===== config.mk =====
export PLATFORM = sky130hd
export DESIGN_NAME = decoderTop
export DESIGN_NICKNAME = d
export VERILOG_FILES = /design/src/hw/decodeCtrlPkg.sv /design/src/hw/rvIsaPkg.sv /design/src/hw/decoderTop.sv /design/src/hw/decodeExecReg.sv /design/src/hw/fpDecoder.sv /design/src/hw/intDecoder.sv
export SDC_FILE = /design/constraint.sdc
export NUM_CORES = 1
export LEC_CHECK = 0
export ABC_CLOCK_PERIOD_IN_PS = 1400
export BUFFER_PORTS_ARGS = -buffer_cell sky130_fd_sc_hd__buf_2
export CAP_MARGIN = 10
export CORE_UTILIZATION = 30
export CTS_CLUSTER_DIAMETER = 150
export DETAILED_ROUTE_END_ITERATION = 12
export PLACE_DENSITY = 0.54
export SETUP_SLACK_MARGIN = 0.3
export SYNTH_ARGS = -nofsm -noshare
export SYNTH_HDL_FRONTEND = slang
export SYNTH_HIERARCHICAL = 1
export SYNTH_SLANG_ARGS = --single-unit

===== constraint.sdc =====
create_clock -name clk -period 1.4 [get_ports clk]
set_input_delay 0.21 -clock clk [delete_from_list [all_inputs] [get_ports clk]]
set_output_delay 0.21 -clock clk [all_outputs]
set_load 0.02 [all_outputs]

===== src/hw/decodeCtrlPkg.sv =====
package decodeCtrlPkg;

    typedef logic [4:0] aluOpT;

    // ------------------------------------------------------------
    // integer alu codes
    // ------------------------------------------------------------
    localparam aluOpT AluNone = 5'd0;
    localparam aluOpT AluSll  = 5'd1;
    localparam aluOpT AluSrl  = 5'd2;
    localparam aluOpT AluSra  = 5'd3;
    localparam aluOpT AluAdd  = 5'd4;
    localparam aluOpT AluSub  = 5'd5;
    localparam aluOpT AluAnd  = 5'd6;
    localparam aluOpT AluOr   = 5'd7;
    localparam aluOpT AluXor  = 5'd8;
    localparam aluOpT AluSltu = 5'd9;
    localparam aluOpT AluSlt  = 5'd10;
    localparam aluOpT AluMul    = 5'd11; // M extension, not decoded here
    localparam aluOpT AluMulh   = 5'd12;
    localparam aluOpT AluMulhsu = 5'd13;
    localparam aluOpT AluMulhu  = 5'd14;
    localparam aluOpT AluDiv    = 5'd15;
    localparam aluOpT AluDivu   = 5'd16;
    localparam aluOpT AluRem    = 5'd17;
    localparam aluOpT AluRemu   = 5'd18;

    // ------------------------------------------------------------
    // float alu codes, 4 is left free
    // ------------------------------------------------------------
    localparam aluOpT FaluAdd   = 5'd0;
    localparam aluOpT FaluSub   = 5'd1;
    localparam aluOpT FaluMul   = 5'd2;
    localparam aluOpT FaluDiv   = 5'd3;
    localparam aluOpT FaluSgnj  = 5'd5;
    localparam aluOpT FaluSgnjn = 5'd6;
    localparam aluOpT FaluSgnjx = 5'd7;
    localparam aluOpT FaluMin   = 5'd8;
    localparam aluOpT FaluMax   = 5'd9;
    localparam aluOpT FaluEq    = 5'd10;
    localparam aluOpT FaluLt    = 5'd11;
    localparam aluOpT FaluLe    = 5'd12;

    typedef enum logic [1:0] {SelNone, SelInt, SelFp} aluSelE;

    typedef enum logic [2:0] {TypeR, TypeI, TypeS, TypeB, TypeU, TypeJ} instrTypeE;

    typedef enum logic [2:0] {BrEq, BrNe, BrLt, BrGe, BrLtu, BrGeu} branchTypeE;

    typedef enum logic [2:0] {DtByte, DtHalf, DtWord, DtByteU, DtHalfU} dataTypeE;

    // decoded control for the execute stage
    typedef struct packed {
        aluOpT      aluOp;
        aluSelE     aluSel;     // which alu drives the result
        instrTypeE  rawType;    // immediate format
        branchTypeE branchType;
        dataTypeE   dType;      // lsu access size
        logic       memWe;
        logic       regWe;
        logic       jump;
        logic       load;       // writeback from lsu
        logic       auipc;
        logic       fRd;        // rd in float file
        logic       fD1;        // rs1 from float file
        logic       fD2;        // rs2 from float file
    } ctrlWord;

endpackage


===== src/hw/rvIsaPkg.sv =====
package rvIsaPkg;

    // ------------------------------------------------------------
    // field widths and positions
    // ------------------------------------------------------------
    localparam int XLen        = 32;
    localparam int OpcodeWidth = 7;
    localparam int Funct3Width = 3;
    localparam int Funct7Width = 7;
    localparam int Funct3Pos   = 12; // instr[14:12]
    localparam int Funct7Pos   = 25; // instr[31:25]

    typedef logic [XLen-1:0]        instrWord;
    typedef logic [OpcodeWidth-1:0] opcodeT;
    typedef logic [Funct3Width-1:0] funct3T;
    typedef logic [Funct7Width-1:0] funct7T;

    // ------------------------------------------------------------
    // major opcodes
    // ------------------------------------------------------------
    localparam opcodeT OpLui     = 7'b0110111;
    localparam opcodeT OpAuipc   = 7'b0010111;
    localparam opcodeT OpImm     = 7'b0010011; // addi and friends
    localparam opcodeT OpReg     = 7'b0110011; // register-register
    localparam opcodeT OpLoad    = 7'b0000011;
    localparam opcodeT OpStore   = 7'b0100011;
    localparam opcodeT OpBranch  = 7'b1100011;
    localparam opcodeT OpJal     = 7'b1101111;
    localparam opcodeT OpJalr    = 7'b1100111;
    localparam opcodeT OpLoadFp  = 7'b0000111; // flw
    localparam opcodeT OpStoreFp = 7'b0100111; // fsw
    localparam opcodeT OpFp      = 7'b1010011;

    // integer alu group
    localparam funct3T F3AddSub = 3'b000;
    localparam funct3T F3Sll    = 3'b001;
    localparam funct3T F3Slt    = 3'b010;
    localparam funct3T F3Sltu   = 3'b011;
    localparam funct3T F3Xor    = 3'b100;
    localparam funct3T F3Srl    = 3'b101; // srl and sra share this
    localparam funct3T F3Or     = 3'b110;
    localparam funct3T F3And    = 3'b111;

    // load/store width
    localparam funct3T F3Byte  = 3'b000;
    localparam funct3T F3Half  = 3'b001;
    localparam funct3T F3Word  = 3'b010;
    localparam funct3T F3ByteU = 3'b100; // loads only
    localparam funct3T F3HalfU = 3'b101; // loads only

    // branch conditions
    localparam funct3T F3Beq  = 3'b000;
    localparam funct3T F3Bne  = 3'b001;
    localparam funct3T F3Blt  = 3'b100;
    localparam funct3T F3Bge  = 3'b101;
    localparam funct3T F3Bltu = 3'b110;
    localparam funct3T F3Bgeu = 3'b111;

    // float sub-operations
    localparam funct3T F3Sgnj  = 3'b000;
    localparam funct3T F3Sgnjn = 3'b001;
    localparam funct3T F3Sgnjx = 3'b010;
    localparam funct3T F3Min   = 3'b000;
    localparam funct3T F3Max   = 3'b001;
    localparam funct3T F3Le    = 3'b000;
    localparam funct3T F3Lt    = 3'b001;
    localparam funct3T F3Eq    = 3'b010;

    // funct7 codes
    localparam funct7T F7Base  = 7'b0000000;
    localparam funct7T F7Alt   = 7'b0100000; // sub, sra, srai
    localparam funct7T FAdd    = 7'b0000000;
    localparam funct7T FSub    = 7'b0000100;
    localparam funct7T FMul    = 7'b0001000;
    localparam funct7T FDiv    = 7'b0001100;
    localparam funct7T FSgnj   = 7'b0010000;
    localparam funct7T FMinMax = 7'b0010100;
    localparam funct7T FCmp    = 7'b1010000;
    localparam funct7T FMvWX   = 7'b1111000; // int reg to float reg

endpackage

===== src/hw/decoderTop.sv =====
`timescale 1ns/1ps

module decoderTop (
    input  logic                   clk,
    input  logic                   arstN,
    input  logic                   inValid,
    output logic                   inReady,
    input  rvIsaPkg::instrWord     inInstr,
    output logic                   outValid,
    input  logic                   outReady,
    output rvIsaPkg::instrWord     outInstr,
    output decodeCtrlPkg::ctrlWord outCtrl
);

    decodeCtrlPkg::ctrlWord intCtrl; // integer opcodes only
    decodeCtrlPkg::ctrlWord fpCtrl;  // flw, fsw, op-fp

    intDecoder intDecoder_inst (
        .instr (inInstr),
        .ctrl  (intCtrl)
    );

    fpDecoder fpDecoder_inst (
        .instr (inInstr),
        .ctrl  (fpCtrl)
    );

    decodeExecReg decodeExecReg_inst (
        .clk      (clk),
        .arstN    (arstN),
        .inValid  (inValid),
        .inReady  (inReady),
        .inInstr  (inInstr),
        .intCtrl  (intCtrl),
        .fpCtrl   (fpCtrl),
        .outValid (outValid),
        .outReady (outReady),
        .outInstr (outInstr),
        .outCtrl  (outCtrl)
    );

endmodule


===== src/hw/decodeExecReg.sv =====
`timescale 1ns/1ps

module decodeExecReg (
    input  logic                   clk,
    input  logic                   arstN,
    input  logic                   inValid,
    output logic                   inReady,
    input  rvIsaPkg::instrWord     inInstr,
    input  decodeCtrlPkg::ctrlWord intCtrl,
    input  decodeCtrlPkg::ctrlWord fpCtrl,
    output logic                   outValid,
    input  logic                   outReady,
    output rvIsaPkg::instrWord     outInstr,
    output decodeCtrlPkg::ctrlWord outCtrl
);

    decodeCtrlPkg::ctrlWord mergedCtrl;
    logic                   accept;

    // decoders own disjoint opcodes so a plain or merges them
    assign mergedCtrl = decodeCtrlPkg::ctrlWord'(intCtrl | fpCtrl);

    assign inReady = !outValid || outReady; // empty or draining
    assign accept  = inValid && inReady;

    // ------------------------------------------------------------
    // single-entry decode/execute stage
    // ------------------------------------------------------------
    always_ff @(posedge clk or negedge arstN) begin
        if (!arstN) begin
            outValid <= 1'b0;
            outInstr <= '0;
            outCtrl  <= '0;
        end else begin
            if (inReady) begin
                outValid <= inValid; // drop valid once consumed
            end
            if (accept) begin
                outInstr <= inInstr;
                outCtrl  <= mergedCtrl;
            end
        end
    end

endmodule


===== src/hw/fpDecoder.sv =====
`timescale 1ns/1ps

module fpDecoder (
    input  rvIsaPkg::instrWord     instr,
    output decodeCtrlPkg::ctrlWord ctrl
);

    rvIsaPkg::opcodeT opcode;
    rvIsaPkg::funct3T funct3;
    rvIsaPkg::funct7T funct7;

    assign opcode = instr[rvIsaPkg::OpcodeWidth-1:0];
    assign funct3 = instr[rvIsaPkg::Funct3Pos +: rvIsaPkg::Funct3Width];
    assign funct7 = instr[rvIsaPkg::Funct7Pos +: rvIsaPkg::Funct7Width];

    always_comb begin
        ctrl = '0;
        case (opcode)
            rvIsaPkg::OpLoadFp: begin // base in int reg, data to float reg
                ctrl.aluOp   = decodeCtrlPkg::AluAdd;
                ctrl.aluSel  = decodeCtrlPkg::SelInt;
                ctrl.rawType = decodeCtrlPkg::TypeI;
                ctrl.dType   = decodeCtrlPkg::DtWord;
                ctrl.regWe   = 1'b1;
                ctrl.load    = 1'b1;
                ctrl.fRd     = 1'b1;
            end
            rvIsaPkg::OpStoreFp: begin
                ctrl.aluOp   = decodeCtrlPkg::AluAdd;
                ctrl.aluSel  = decodeCtrlPkg::SelInt;
                ctrl.rawType = decodeCtrlPkg::TypeS;
                ctrl.dType   = decodeCtrlPkg::DtWord;
                ctrl.memWe   = 1'b1;
                ctrl.fD2     = 1'b1; // store data from float rs2
            end
            rvIsaPkg::OpFp: begin
                ctrl.aluSel  = decodeCtrlPkg::SelFp;
                ctrl.rawType = decodeCtrlPkg::TypeR;
                ctrl.regWe   = 1'b1;
                ctrl.fD1     = 1'b1;
                ctrl.fD2     = 1'b1;
                case (funct7)
                    rvIsaPkg::FAdd: begin
                        ctrl.aluOp = decodeCtrlPkg::FaluAdd;
                        ctrl.fRd   = 1'b1;
                    end
                    rvIsaPkg::FSub: begin
                        ctrl.aluOp = decodeCtrlPkg::FaluSub;
                        ctrl.fRd   = 1'b1;
                    end
                    rvIsaPkg::FMul: begin
                        ctrl.aluOp = decodeCtrlPkg::FaluMul;
                        ctrl.fRd   = 1'b1;
                    end
                    rvIsaPkg::FDiv: begin
                        ctrl.aluOp = decodeCtrlPkg::FaluDiv;
                        ctrl.fRd   = 1'b1;
                    end
                    rvIsaPkg::FSgnj: begin
                        ctrl.fRd = 1'b1;
                        case (funct3)
                            rvIsaPkg::F3Sgnj:  ctrl.aluOp = decodeCtrlPkg::FaluSgnj;
                            rvIsaPkg::F3Sgnjn: ctrl.aluOp = decodeCtrlPkg::FaluSgnjn;
                            rvIsaPkg::F3Sgnjx: ctrl.aluOp = decodeCtrlPkg::FaluSgnjx;
                            default:           ctrl.aluOp = '0;
                        endcase
                    end
                    rvIsaPkg::FMinMax: begin
                        ctrl.fRd = 1'b1;
                        case (funct3)
                            rvIsaPkg::F3Min: ctrl.aluOp = decodeCtrlPkg::FaluMin;
                            rvIsaPkg::F3Max: ctrl.aluOp = decodeCtrlPkg::FaluMax;
                            default:         ctrl.aluOp = '0;
                        endcase
                    end
                    rvIsaPkg::FCmp: begin // result goes to int rd
                        case (funct3)
                            rvIsaPkg::F3Eq: ctrl.aluOp = decodeCtrlPkg::FaluEq;
                            rvIsaPkg::F3Lt: ctrl.aluOp = decodeCtrlPkg::FaluLt;
                            rvIsaPkg::F3Le: ctrl.aluOp = decodeCtrlPkg::FaluLe;
                            default:        ctrl.aluOp = '0;
                        endcase
                    end
                    rvIsaPkg::FMvWX: begin
                        // rs1 int plus x0, result lands in float rd
                        ctrl.aluOp = decodeCtrlPkg::FaluAdd;
                        ctrl.fRd   = 1'b1;
                        ctrl.fD1   = 1'b0;
                        ctrl.fD2   = 1'b0;
                    end
                    default: ctrl.aluOp = '0;
                endcase
            end
            default: ctrl = '0;
        endcase
    end

endmodule


===== src/hw/intDecoder.sv =====
`timescale 1ns/1ps

module intDecoder (
    input  rvIsaPkg::instrWord     instr,
    output decodeCtrlPkg::ctrlWord ctrl
);

    rvIsaPkg::opcodeT opcode;
    rvIsaPkg::funct3T funct3;
    rvIsaPkg::funct7T funct7;

    assign opcode = instr[rvIsaPkg::OpcodeWidth-1:0];
    assign funct3 = instr[rvIsaPkg::Funct3Pos +: rvIsaPkg::Funct3Width];
    assign funct7 = instr[rvIsaPkg::Funct7Pos +: rvIsaPkg::Funct7Width];

    // ------------------------------------------------------------
    // opcode groups, zero word for anything else
    // ------------------------------------------------------------
    always_comb begin
        ctrl = '0;
        case (opcode)
            rvIsaPkg::OpLui: begin
                ctrl.aluSel  = decodeCtrlPkg::SelInt;
                ctrl.rawType = decodeCtrlPkg::TypeU;
                ctrl.regWe   = 1'b1;
            end
            rvIsaPkg::OpAuipc: begin
                ctrl.aluOp   = decodeCtrlPkg::AluAdd; // pc + imm
                ctrl.aluSel  = decodeCtrlPkg::SelInt;
                ctrl.rawType = decodeCtrlPkg::TypeU;
                ctrl.regWe   = 1'b1;
                ctrl.auipc   = 1'b1;
            end
            rvIsaPkg::OpImm,
            rvIsaPkg::OpReg: begin
                ctrl.aluSel  = decodeCtrlPkg::SelInt;
                ctrl.rawType = (opcode == rvIsaPkg::OpImm) ? decodeCtrlPkg::TypeI
                                                           : decodeCtrlPkg::TypeR;
                ctrl.regWe   = 1'b1;
                case (funct3)
                    rvIsaPkg::F3AddSub: begin
                        if (opcode == rvIsaPkg::OpImm) begin
                            ctrl.aluOp = decodeCtrlPkg::AluAdd; // no subi
                        end else if (funct7 == rvIsaPkg::F7Base) begin
                            ctrl.aluOp = decodeCtrlPkg::AluAdd;
                        end else if (funct7 == rvIsaPkg::F7Alt) begin
                            ctrl.aluOp = decodeCtrlPkg::AluSub;
                        end
                    end
                    rvIsaPkg::F3Sll:  ctrl.aluOp = decodeCtrlPkg::AluSll;
                    rvIsaPkg::F3Slt:  ctrl.aluOp = decodeCtrlPkg::AluSlt;
                    rvIsaPkg::F3Sltu: ctrl.aluOp = decodeCtrlPkg::AluSltu;
                    rvIsaPkg::F3Xor:  ctrl.aluOp = decodeCtrlPkg::AluXor;
                    rvIsaPkg::F3Or:   ctrl.aluOp = decodeCtrlPkg::AluOr;
                    rvIsaPkg::F3And:  ctrl.aluOp = decodeCtrlPkg::AluAnd;
                    rvIsaPkg::F3Srl: begin
                        case (funct7) // logical or arithmetic
                            rvIsaPkg::F7Base: ctrl.aluOp = decodeCtrlPkg::AluSrl;
                            rvIsaPkg::F7Alt:  ctrl.aluOp = decodeCtrlPkg::AluSra;
                            default:          ctrl.aluOp = decodeCtrlPkg::AluNone;
                        endcase
                    end
                    default: ctrl.aluOp = decodeCtrlPkg::AluNone;
                endcase
            end
            rvIsaPkg::OpLoad: begin
                ctrl.aluOp   = decodeCtrlPkg::AluAdd; // address gen
                ctrl.aluSel  = decodeCtrlPkg::SelInt;
                ctrl.rawType = decodeCtrlPkg::TypeI;
                ctrl.regWe   = 1'b1;
                ctrl.load    = 1'b1;
                case (funct3)
                    rvIsaPkg::F3Half:  ctrl.dType = decodeCtrlPkg::DtHalf;
                    rvIsaPkg::F3Word:  ctrl.dType = decodeCtrlPkg::DtWord;
                    rvIsaPkg::F3ByteU: ctrl.dType = decodeCtrlPkg::DtByteU;
                    rvIsaPkg::F3HalfU: ctrl.dType = decodeCtrlPkg::DtHalfU;
                    default:           ctrl.dType = decodeCtrlPkg::DtByte;
                endcase
            end
            rvIsaPkg::OpStore: begin
                ctrl.aluOp   = decodeCtrlPkg::AluAdd;
                ctrl.aluSel  = decodeCtrlPkg::SelInt;
                ctrl.rawType = decodeCtrlPkg::TypeS;
                ctrl.memWe   = 1'b1;
                case (funct3)
                    rvIsaPkg::F3Half: ctrl.dType = decodeCtrlPkg::DtHalf;
                    rvIsaPkg::F3Word: ctrl.dType = decodeCtrlPkg::DtWord;
                    default:          ctrl.dType = decodeCtrlPkg::DtByte;
                endcase
            end
            rvIsaPkg::OpBranch: begin
                ctrl.rawType = decodeCtrlPkg::TypeB; // compare done in branch unit
                case (funct3)
                    rvIsaPkg::F3Bne:  ctrl.branchType = decodeCtrlPkg::BrNe;
                    rvIsaPkg::F3Blt:  ctrl.branchType = decodeCtrlPkg::BrLt;
                    rvIsaPkg::F3Bge:  ctrl.branchType = decodeCtrlPkg::BrGe;
                    rvIsaPkg::F3Bltu: ctrl.branchType = decodeCtrlPkg::BrLtu;
                    rvIsaPkg::F3Bgeu: ctrl.branchType = decodeCtrlPkg::BrGeu;
                    default:          ctrl.branchType = decodeCtrlPkg::BrEq;
                endcase
            end
            rvIsaPkg::OpJal: begin
                ctrl.rawType = decodeCtrlPkg::TypeJ;
                ctrl.regWe   = 1'b1; // link address
                ctrl.jump    = 1'b1;
            end
            rvIsaPkg::OpJalr: begin
                ctrl.aluOp   = decodeCtrlPkg::AluAdd; // rs1 + imm target
                ctrl.aluSel  = decodeCtrlPkg::SelInt;
                ctrl.rawType = decodeCtrlPkg::TypeI;
                ctrl.regWe   = 1'b1;
                ctrl.jump    = 1'b1;
            end
            default: ctrl = '0;
        endcase
    end

endmodule


==> run_results.csv <==
group,metric,value,unit
synth,async_flop_share,100,%
grt,grt_max_degree,58,
clocking,cts-root-buf,"clkbuf_8",
setup_path,required,1620,ps
cells_and_area,finalInstanceArea,5250,um^2
place,placed_area,4120,um^2
detailed_routing,vias_per_cell,4.63,
pwr,combinationalPowerShare,35.1,%
worst_hold_path,hold_depth,2,
synth,yosysTopAreaCellShare,46.0,%
setup_path,critPathMaxStageDelay,430,ps
cells_and_area,syn2layout_area_growth,69.2,%
setup_path,cpMaxStageDelayCell,"dfrtp_2",
clocking,cts.sinks,57,
setup_path,worstReg2RegEnd,"decodeExecReg_inst/outInstr[12]",
grt,antenna_found_initial,0,
synth,yosysMostFrequentCell,"dfrtp_1",
place,pre_cts_ws,-464,ps
detailed_routing,via_count,2909,
synth,syn_avg_cell_area,10.1,um^2
die,die-area,10700,um^2
run,drv_cap,0,
synth,synth_enable_flop_cells,0,
setup_path,path_cells,"nand2b_4, and2_4, clkbuf_16, mux2_4",
die,boundaryPins,94,
worst_hold_path,min-delay-start,"inInstr[8]",
die,die_height,104,um
setup_path,path_class,"register to register",
setup_path,startpoint_type,"register",
synth,yosys.cell_types.count,49,
synth,ys_top_cells_by_count,"57 x dfrtp_1, 56 x a21oi_1, 47 x nor2_1",
synth,yosys_warnings,6,
place,port_buffers,93,
setup_path,critPathTopFamily,"flip-flops",
clocking,htreeDepth,3,
synth,syn_area,3100,um^2
clocking,numCtsBuffers,9,
die,die_width,104,um
synth,synth-seq-cells,57,
sta,min_period_over_period,102,%
sta,clock_skew,9.37,ps
detailed_routing,drt-total-wl,9.29,mm
sta,tns,-120,ps
pwr,cellLeakagePower,2.46,nW
clocking,max-clock-path-buffers,2,
sta,slew_violations,0,
pwr,clockPowerShare,28.2,%
place,place.detailed.hpwl,6.02,mm
clocking,clk_latency,340,ps
sta,hold_viol,0,
worst_hold_path,hold_end,"decodeExecReg_inst/outInstr[8]",
pwr,p_sw,1.69,mW
cells_and_area,final_nets,527,
place,gp_congestion,0.824,
sta,fin_crit,1420,ps
cells_and_area,diodes,0,
die,initial_core_util,31.3,%
pwr,p_seq_share,36.7,%
synth,synth_flop_cell,"dfrtp_1",
detailed_routing,drt_first_pass_iters,4,
grt,grt_pass1_wl,14.8,mm
sta,rsz0062_at_grt,"yes",
run_status,violations,"setup timing",
sta,max_freq,0.703,GHz
setup_path,cp_max_fo,7,
detailed_routing,first_iter_violations,92,
detailed_routing,ant_nets,0,
die,fp-row-count,36,
sta,setup-violations-final,7,
setup_path,cp-end-kind,"register",
setup_path,worst-path-buf-inv,1,
synth,synth_area_leaders,"dfrtp_1 46%, a21oi_1 9.0%, mux2_2 6.9%",
grt,grt_pass1_vias,2910,
pwr,swShare,30.2,%
pwr,p_int,3.91,mW
detailed_routing,drc_errors,0,
grt,gr-usage-all-layers,17.5,%
clocking,tritoncts,"built",
setup_path,rrSetupSlack,-20,ps
clocking,clkTransAtPathRegs,60,ps
die,coreArea,9910,um^2
synth,synth_top_cell_by_area,"dfrtp_1",
sta,fin_ws,-22.9,ps
synth,synthCells,308,
detailed_routing,wl_per_cell,14.8,um
cells_and_area,utilization,52.9,%
grt,grt-ovfl-total,0,
worst_hold_path,hp-class,"primary input to register",
run_status,status,"finished, violations left",
cells_and_area,drive_gt1_share,55.8,%
setup_path,r2r_cells,4,
setup_path,cp.arrival,1640,ps
pwr,ir_worst_vdd,0.577,mV
synth,ys_seq_area_share,46.0,%
pwr,cellPowerDensity,1070,nW/um^2
sta,worst_hold_slack,101,ps
setup_path,r2r_start,"decodeExecReg_inst/outValid",
==> worst reg2reg max path: stages, from the launching register on <==
cell and delay (ps):
dfrtp_2 430, nand2b_4 100, and2_4 280, clkbuf_16 210, mux2_4 300
==> layer usage <==
metal | vias to the layer above | GRT usage, % | part of all wire (%)
li1 | 1421 | - | -
met1 | 1409 | 23.6 | 47
met2 | 68 | 27.7 | 48
met3 | 11 | 3.02 | 3.8
met4 | 0 | 7.45 | 1.5
met5 | - | 0 | 0
==> what timing repair did <==
action,in CTS,in global routing
endpoints found under the setup margin,95,113
resized for setup,97,42
cloned,2,2
pin swaps,14,7
hold endpoints to repair,57,0
setup buffers,23,21
hold buffers,1,0
==> placed cells by master, fill, tap and decap left out, types with 2 or more instances in the layout <==
master	instances
buf_4	77
buf_6	67
dfrtp_1	56
nor2_1	45
a21oi_1	34
buf_2	33
mux2_4	32
a21oi_2	21
conb_1	14
clkbuf_8	11
nand2_1	10
buf_12	7
nor3_1	7
nand2b_1	6
inv_1	6
o21ai_0	3
nand3_1	3
o31ai_1	3
nor2b_1	3
clkinv_2	2
buf_16	2
clkbuf_16	2
nor2_2	2
and3b_1	2
and2_1	2
nand4_1	2
a21o_1	2
a211oi_1	2
or2_2	2
o21a_1	2
nor4_1	2
==> worst max-delay path by stage <==
stage	startpoint	depth (start not counted)	to	slack, ps
finish	decodeExecReg_inst/outValid	4	decodeExecReg_inst/outInstr[12]	-20
global route	inInstr[31]	7	decodeExecReg_inst/outCtrl[22]	-70
CTS	inInstr[31]	7	decodeExecReg_inst/outCtrl[22]	-30
detailed placement	inInstr[26]	7	decodeExecReg_inst/outCtrl[22]	-460
global placement	inInstr[26]	7	decodeExecReg_inst/outCtrl[22]	-430
floorplan	inInstr[31]	7	decodeExecReg_inst/outCtrl[22]	-260
==> flip-flops by register name, indices dropped and copies added, names as in the netlist <==
register	flops
decodeExecReg_inst/outCtrl	24
decodeExecReg_inst/outInstr	32
decodeExecReg_inst/outValid	1
==> through the flow <==
stage / std cells / power, mW
global route: 628 / 5.87
global placement: 564 / 3.38
CTS: 605 / 5.41
finish: 628 / 5.59
detailed placement: 564 / 3.40
floorplan: 320 / 2.89
==> area by class of cell <==
cell class	instances	area (um^2)
tap	133	166
inverter	7	26.3
clock buffer	12	155
clock inverter	3	40.0
multi-input combinational	226	1660
timing repair buffer	190	1770
fill	912	4660
sequential	57	1430
==> kinds of logic after synthesis <==
group	synth area share, %
AOI/OAI and AO/OA	14.1
xor gates and xnor gates	0.283
adders and majority gates	0.323
buffers and inverters	7.83
DFF	46.0
muxes	14.0
other	0.242
and+or+nand+nor	17.2
==> power by group through the flow <==
stage	logic (mW)	clock network, mW	registers (mW)
floorplan	0.584	0	2.31
global placement	1.36	0	2.02
detailed placement	1.37	0	2.03
CTS	1.75	1.63	2.03
global route	2.08	1.71	2.08
finish	1.96	1.58	2.05
(Power assumes the default switching activity.)
